$ cat config.mk
export PLATFORM = sky130hd
export DESIGN_NAME = axi_sram_ctrl
export DESIGN_NICKNAME = d
export VERILOG_FILES = /design/src/mem_pkg.sv /design/src/axi_pkg.sv /design/src/axi_sram_ctrl.sv
export SDC_FILE = /design/constraint.sdc
export NUM_CORES = 1
export LEC_CHECK = 0
export BUFFER_PORTS_ARGS = -buffer_cell sky130_fd_sc_hd__buf_2
export CORE_MARGIN = 10
export CORE_UTILIZATION = 40
export DETAILED_ROUTE_END_ITERATION = 8
export GPL_TIMING_DRIVEN = 0
export HOLD_SLACK_MARGIN = 0.05
export PLACE_DENSITY = 0.81
export SYNTH_ARGS = -nofsm -noshare
export SYNTH_HDL_FRONTEND = slang
export SYNTH_SLANG_ARGS = --single-unit
$ cat constraint.sdc
create_clock -name clk -period 3.6 [get_ports clk]
set_input_delay 0.36 -clock clk [delete_from_list [all_inputs] [get_ports clk]]
set_output_delay 0.36 -clock clk [all_outputs]
set_load 0.02 [all_outputs]
$ cat src/mem_pkg.sv
package mem_pkg;

    localparam int MEM_WORD_W = 32;
    localparam int MEM_BYTE_N = MEM_WORD_W / 8;
    localparam int MEM_IDX_W  = 32;

    // One storage word seen whole or byte by byte
    typedef union packed {
        logic [MEM_WORD_W-1:0]       word;
        logic [MEM_BYTE_N-1:0][7:0]  bytes;
    } mem_word_u;

    typedef struct packed {
        logic                  en;
        logic                  we;
        logic [MEM_IDX_W-1:0]  idx;    // Word index with upper bits unused
        mem_word_u             wdata;
        logic [MEM_BYTE_N-1:0] strb;
    } mem_req_t;

endpackage

$ cat src/axi_pkg.sv
package axi_pkg;

    localparam int AXI_ADDR_W  = 32;
    localparam int AXI_DATA_W  = 32;
    localparam int AXI_ID_W    = 4;
    localparam int AXI_STRB_W  = AXI_DATA_W / 8;
    localparam int AXI_LEN_W   = 8;
    localparam int AXI_SIZE_W  = 3;
    localparam int AXI_BURST_W = 2;

    typedef logic [1:0] axi_resp_t;

    localparam axi_resp_t RESP_OKAY   = 2'b00;
    localparam axi_resp_t RESP_DECERR = 2'b11;  // No slave at this address

    typedef struct packed {
        logic [AXI_ADDR_W-1:0]  addr;
        logic [AXI_ID_W-1:0]    id;
        logic [AXI_LEN_W-1:0]   len;    // Beats minus one
        logic [AXI_SIZE_W-1:0]  size;
        logic [AXI_BURST_W-1:0] burst;
    } axi_ar_t;

    // Write address channel carries the same fields as read address
    typedef axi_ar_t axi_aw_t;

    typedef struct packed {
        logic [AXI_DATA_W-1:0] data;
        logic [AXI_STRB_W-1:0] strb;
        logic                  last;
    } axi_w_t;

    typedef struct packed {
        logic [AXI_ID_W-1:0] id;
        axi_resp_t           resp;
    } axi_b_t;

    typedef struct packed {
        logic [AXI_DATA_W-1:0] data;
        logic [AXI_ID_W-1:0]   id;
        axi_resp_t             resp;
        logic                  last;
    } axi_r_t;

endpackage
$ cat src/axi_sram_ctrl.sv
`timescale 1ns/1ps

module axi_sram_ctrl
    import axi_pkg::*, mem_pkg::*;
#(
    parameter logic [AXI_ADDR_W-1:0] BASE_ADDR   = 32'h8000_0000,
    parameter int                    DEPTH_WORDS = 256
) (
    input  logic      clk,
    input  logic      rst,

    input  axi_ar_t   ar,
    input  logic      ar_valid,
    output logic      ar_ready,

    input  axi_aw_t   aw,
    input  logic      aw_valid,
    output logic      aw_ready,

    input  axi_w_t    w,
    input  logic      w_valid,
    output logic      w_ready,

    output axi_b_t    b,
    output logic      b_valid,
    input  logic      b_ready,

    output axi_r_t    r,
    output logic      r_valid,
    input  logic      r_ready,

    output mem_req_t  mem_req,
    input  mem_word_u mem_rdata
);

    localparam int unsigned WIN_BYTES = DEPTH_WORDS * 4;

    typedef enum logic {
        IDLE,
        BUSY
    } state_t;

    state_t                state;
    logic                  is_rd;      // Current transaction is a read
    logic                  hit;        // Address inside the window
    logic [AXI_ID_W-1:0]   id_q;
    logic [MEM_IDX_W-1:0]  idx_q;

    logic [AXI_ADDR_W-1:0] req_addr;
    logic [AXI_ADDR_W-1:0] req_off;
    logic                  req_hit;
    logic                  ar_fire;
    logic                  wr_fire;
    logic                  r_load;
    logic                  b_load;

    // Read address wins the decode when both are pending
    assign req_addr = ar_valid ? ar.addr : aw.addr;
    assign req_off  = req_addr - BASE_ADDR;
    assign req_hit  = (req_addr >= BASE_ADDR) && (req_off < WIN_BYTES);

    assign ar_fire = ar_valid && ar_ready;
    assign wr_fire = aw_valid && aw_ready && w_valid && w_ready;

    // Response is built the cycle after the address handshake
    assign r_load = (state == BUSY) && is_rd && !ar_ready && !r_valid;
    assign b_load = (state == BUSY) && !is_rd && !aw_ready && !b_valid;

    always_ff @(posedge clk or posedge rst) begin
        if (rst) begin
            state    <= IDLE;
            is_rd    <= 1'b0;
            hit      <= 1'b0;
            ar_ready <= 1'b0;
            aw_ready <= 1'b0;
            w_ready  <= 1'b0;
            r_valid  <= 1'b0;
            b_valid  <= 1'b0;
        end else begin
            case (state)
                IDLE: begin
                    if (ar_valid) begin
                        state    <= BUSY;
                        is_rd    <= 1'b1;
                        hit      <= req_hit;
                        ar_ready <= 1'b1;
                    end else if (aw_valid && w_valid) begin
                        state    <= BUSY;
                        is_rd    <= 1'b0;
                        hit      <= req_hit;
                        aw_ready <= 1'b1;
                        w_ready  <= 1'b1;
                    end
                end
                BUSY: begin
                    if (is_rd) begin
                        if (ar_ready) begin
                            if (ar_valid) begin
                                ar_ready <= 1'b0;
                            end
                        end else if (!r_valid) begin
                            r_valid <= 1'b1;
                        end else if (r_ready) begin
                            r_valid <= 1'b0;
                            state   <= IDLE;
                        end
                    end else begin
                        if (aw_ready) begin
                            if (wr_fire) begin
                                aw_ready <= 1'b0;
                                w_ready  <= 1'b0;
                            end
                        end else if (!b_valid) begin
                            b_valid <= 1'b1;
                        end else if (b_ready) begin
                            b_valid <= 1'b0;
                            state   <= IDLE;
                        end
                    end
                end
                default: state <= IDLE;
            endcase
        end
    end

    always_ff @(posedge clk) begin
        if (state == IDLE) begin
            id_q  <= ar_valid ? ar.id : aw.id;
            idx_q <= MEM_IDX_W'(req_off >> 2);  // Byte offset to word index
        end
        if (r_load) begin
            r.data <= hit ? mem_rdata.word : '0;
            r.id   <= id_q;
            r.resp <= hit ? RESP_OKAY : RESP_DECERR;
            r.last <= 1'b1;                 // Always a single beat
        end
        if (b_load) begin
            b.id   <= id_q;
            b.resp <= hit ? RESP_OKAY : RESP_DECERR;
        end
    end

    // Storage access fires on the address handshake edge
    always_comb begin
        mem_req            = '0;
        mem_req.idx        = idx_q;
        mem_req.wdata.word = w.data;
        mem_req.strb       = w.strb;
        if (hit) begin
            if (is_rd) begin
                mem_req.en = ar_fire;
            end else begin
                mem_req.en = wr_fire;
                mem_req.we = wr_fire;
            end
        end
    end

    a_one_response: assert property (
        @(posedge clk) disable iff (rst) !(r_valid && b_valid)
    ) else $error("r_valid and b_valid high together");

    a_r_stable: assert property (
        @(posedge clk) disable iff (rst)
        (r_valid && !r_ready) |=> (r_valid && $stable(r))
    ) else $error("R channel changed before its handshake");

    a_single_beat: assert property (
        @(posedge clk) disable iff (rst)
        !((ar_fire && ar.len != '0) || (wr_fire && aw.len != '0))
    ) else $error("Burst request accepted, only single beats are served");

endmodule

==> results.toml <==
[run_status]
status = "completed"

[timing]
hold_viol_final = 0
fin_crit_sh = 0.620
finalClockSkew_ps = 4.91
maxSlewViolCount = 0
relSlewSlack = 0.352
setup_viol = 0
tns_ps = 0
tightest_slew_ps = 970
max_freq_mhz = 448
rsz0062_at_grt = "false"
period_minus_slack_ps = 2230

[synthesis]
post_synth_inst_count = 258
synth_cell_types = 33
synth_top_area_share = 0.606
synth-seq-cells = 84
synth_area_mm2 = 0.00377
synth_top_cell_by_area = "edfxtp_1"
synth_area_leaders = "edfxtp_1 61%, mux2_2 9.6%, buf_4 8.2%, and2_1 5.3%, dfrtp_1 5.3%"
syn_avg_cell_area_um2 = 14.6
yosysSeqAreaShare = 0.659
ys_warn_count = 0

[clock_tree]
cts_tree = "built"
clock_path_buffers = 2
clock_latency_ps = 340
ctsRootBufferMaster = "clkbuf_8"
cts_buffers = 9
cts.sinks = 84
htreeDepth = 3
clk_pin_slew_ps = 90

[drt]
drc_errors = 0
wl_per_cell_um = 19.4
routed_via_density = 4.65
drtIter0Drc = 104
drt-pass1-iter-count = 4
wl_mm = 11.8
ant_nets = 0
vias = 2833

[global_route]
antenna_found_initial = 0
grt_max_degree = 38
grt_overflow = 0
grt_pass1_vias = 3127
grt.total_usage = 0.160
grt_first_pass_wirelength_mm = 16.6

[floorplanning]
dieArea_mm2 = 0.0137
io_pins = 294
initial_core_util = 0.410
die_x_um = 117
fp.coreArea_mm2 = 0.00920
row_count = 35
die_y_um = 117

[placed_design]
hpwl_mm = 9.95
gp_congestion = 0.863
io_buffer_count = 222
dp.cells = 593

[flow_run]
drv_cap = 0

[worst_setup_path]
reg2reg_depth = 4
crit_path_max_fanout = 20
arrival_ps = 2220
cp_slowest_cell = "dfrtp_1"
reg2reg_to = "b[2]$_DFFE_PP_"
crit_chain = "inv_1 > buf_16 > or3_1 > nor2_1"
startpoint = "state$_DFF_PP0_"
cpPeakStageDelay_ps = 440
r2r_slack_ps = 1370
r2r_start = "state$_DFF_PP0_"
crit_end = "b[2]$_DFFE_PP_"
cp_data_required_time_ps = 3590
crit_type = "reg2reg"
crit_path_start_kind = "flop"
end_kind = "flop"

[layout]
instances_no_fill = 609
antenna_cells = 0
seq_area_mm2 = 0.00248
nFillCells = 745
drive_above_1_share = 0.641
areaGrowthSynthToFinish_pct = 40.1
nets = 668
multi_input_area_um2 = 926

[power_and_ir_drop]
power_leakage_nw = 2.38
peakVddDrop_uv = 240
power_per_cell_area_mw_per_mm2 = 611

[worst_hold_path]
hp-class = "in2reg"
-- report_power, final --
| group | switching (mW) | total (mW) | internal, mW | leakage [nW] |
|---|---|---|---|---|
| sequential | 0.0876 | 1.49 | 1.41 | 0.813 |
| combinational | 0.678 | 1.01 | 0.330 | 1.46 |
| clock | 0.336 | 0.725 | 0.388 | 0.103 |
-- repair_timing --
action | 4_1_cts | 5_1_grt
setup buffers | 0 | 0
endpoints found under the setup margin | 0 | 0
gates resized for setup | 0 | 0
hold buffers | 1 | 0
endpoints found under the hold margin | 8 | 0
-- cell families (layout without fill, tap and decap cells) --
logic type      after synthesis  in the layout  share of synthesized area
simple gates                 69             69                      0.108
flops                        84             84                      0.659
other cells                   2              3                    0.00199
compound gates               13             13                     0.0262
buf+inv                      55            294                     0.0983
mux                          35             35                      0.106
-- synth_stat cells --
cell type	count
a21o_1	2
a21oi_1	3
a31oi_1	2
and2_1	32
and3_1	1
buf_2	2
buf_4	41
buf_6	1
clkbuf_1	6
conb_1	2
dfrtp_1	8
edfxtp_1	76
inv_1	5
mux2_2	32
mux2_4	2
mux2i_1	1
nand2_1	11
nand3_1	2
nor2_1	6
nor2b_1	1
nor3_1	4
nor3b_1	1
nor4_1	4
nor4_4	1
nor4b_1	1
o21ai_0	1
o221ai_2	1
o311ai_0	1
o31ai_1	2
o31ai_2	1
or3_1	1
or4_1	3
or4b_1	1
-- final cells by class --
cell class	count	area share
sequential	84	0.470
timing repair buffer	224	0.218
multi-input combinational	120	0.175
buffer	50	0.0666
tap	111	0.0263
clock buffer	9	0.0235
clock inverter	6	0.0168
inverter	5	0.00356
-- worst min path at each step --
stage / cells past startpoint / end / startpoint
after floorplan: 1 / ar_ready$_DFFE_PP0P_ / rst
after global placement: 2 / r_valid$_DFFE_PP0P_ / rst
after detailed placement: 2 / r_valid$_DFFE_PP0P_ / rst
after CTS: 2 / r[12]$_SDFFCE_PN0P_ / mem_rdata[5]
after global routing: 2 / r[27]$_SDFFCE_PN0P_ / mem_rdata[20]
final: 2 / r[12]$_SDFFCE_PN0P_ / mem_rdata[5]
-- state kept, by name, summed over array words and instances, names as in the netlist --
signal / count
ar_ready: 1
aw_ready: 1
b: 5
b_valid: 1
hit: 1
id_q: 4
idx_q: 30
is_rd: 1
r: 37
r_valid: 1
state: 1
w_ready: 1
-- metal layers --
metal  vias up  share of wire  track usage
met5         -              0            0
met4         0          0.014       0.0494
met3        10           0.15       0.0912
met2       180           0.49        0.285
met1      1284           0.35        0.153
li1       1359              -            -
-- layout by cell type (no fill, tap or decap), drive strengths merged, types with 3 or more instances in the layout --
| master | Yosys | layout |
|---|---|---|
| dfrtp | 8 | 8 |
| buf | 44 | 267 |
| mux2 | 34 | 34 |
| and2 | 32 | 32 |
| o31ai | 3 | 3 |
| a21oi | 3 | 3 |
| nor4 | 5 | 5 |
| clkbuf | 6 | 15 |
| nor3 | 4 | 4 |
| inv | 5 | 6 |
| edfxtp | 76 | 76 |
| or4 | 3 | 3 |
| nor2 | 6 | 6 |
| conb | 2 | 3 |
| nand2 | 11 | 11 |
-- metrics by stage --
step	util	hold slack (ps)	total power, mW	setup WS, ps	area (um2)
after detailed placement	0.550	336	2.54	1320	5060
after global placement	0.546	321	2.49	180	5020
after floorplan	-	176	2.11	779	3770
final	0.574	295	3.23	1370	5280
after global routing	0.574	285	3.38	1160	5280
after CTS	0.574	272	3.28	1300	5280
-- critical path: cells and delay by family, from the launching register on --
| family | cells | cell delay [ps] |
|---|---|---|
| and+or+nand+nor | 2 | 710 |
| DFF | 1 | 440 |
| buffers and inverters | 2 | 730 |
No activity file was read; power rests on OpenSTA's default activity.
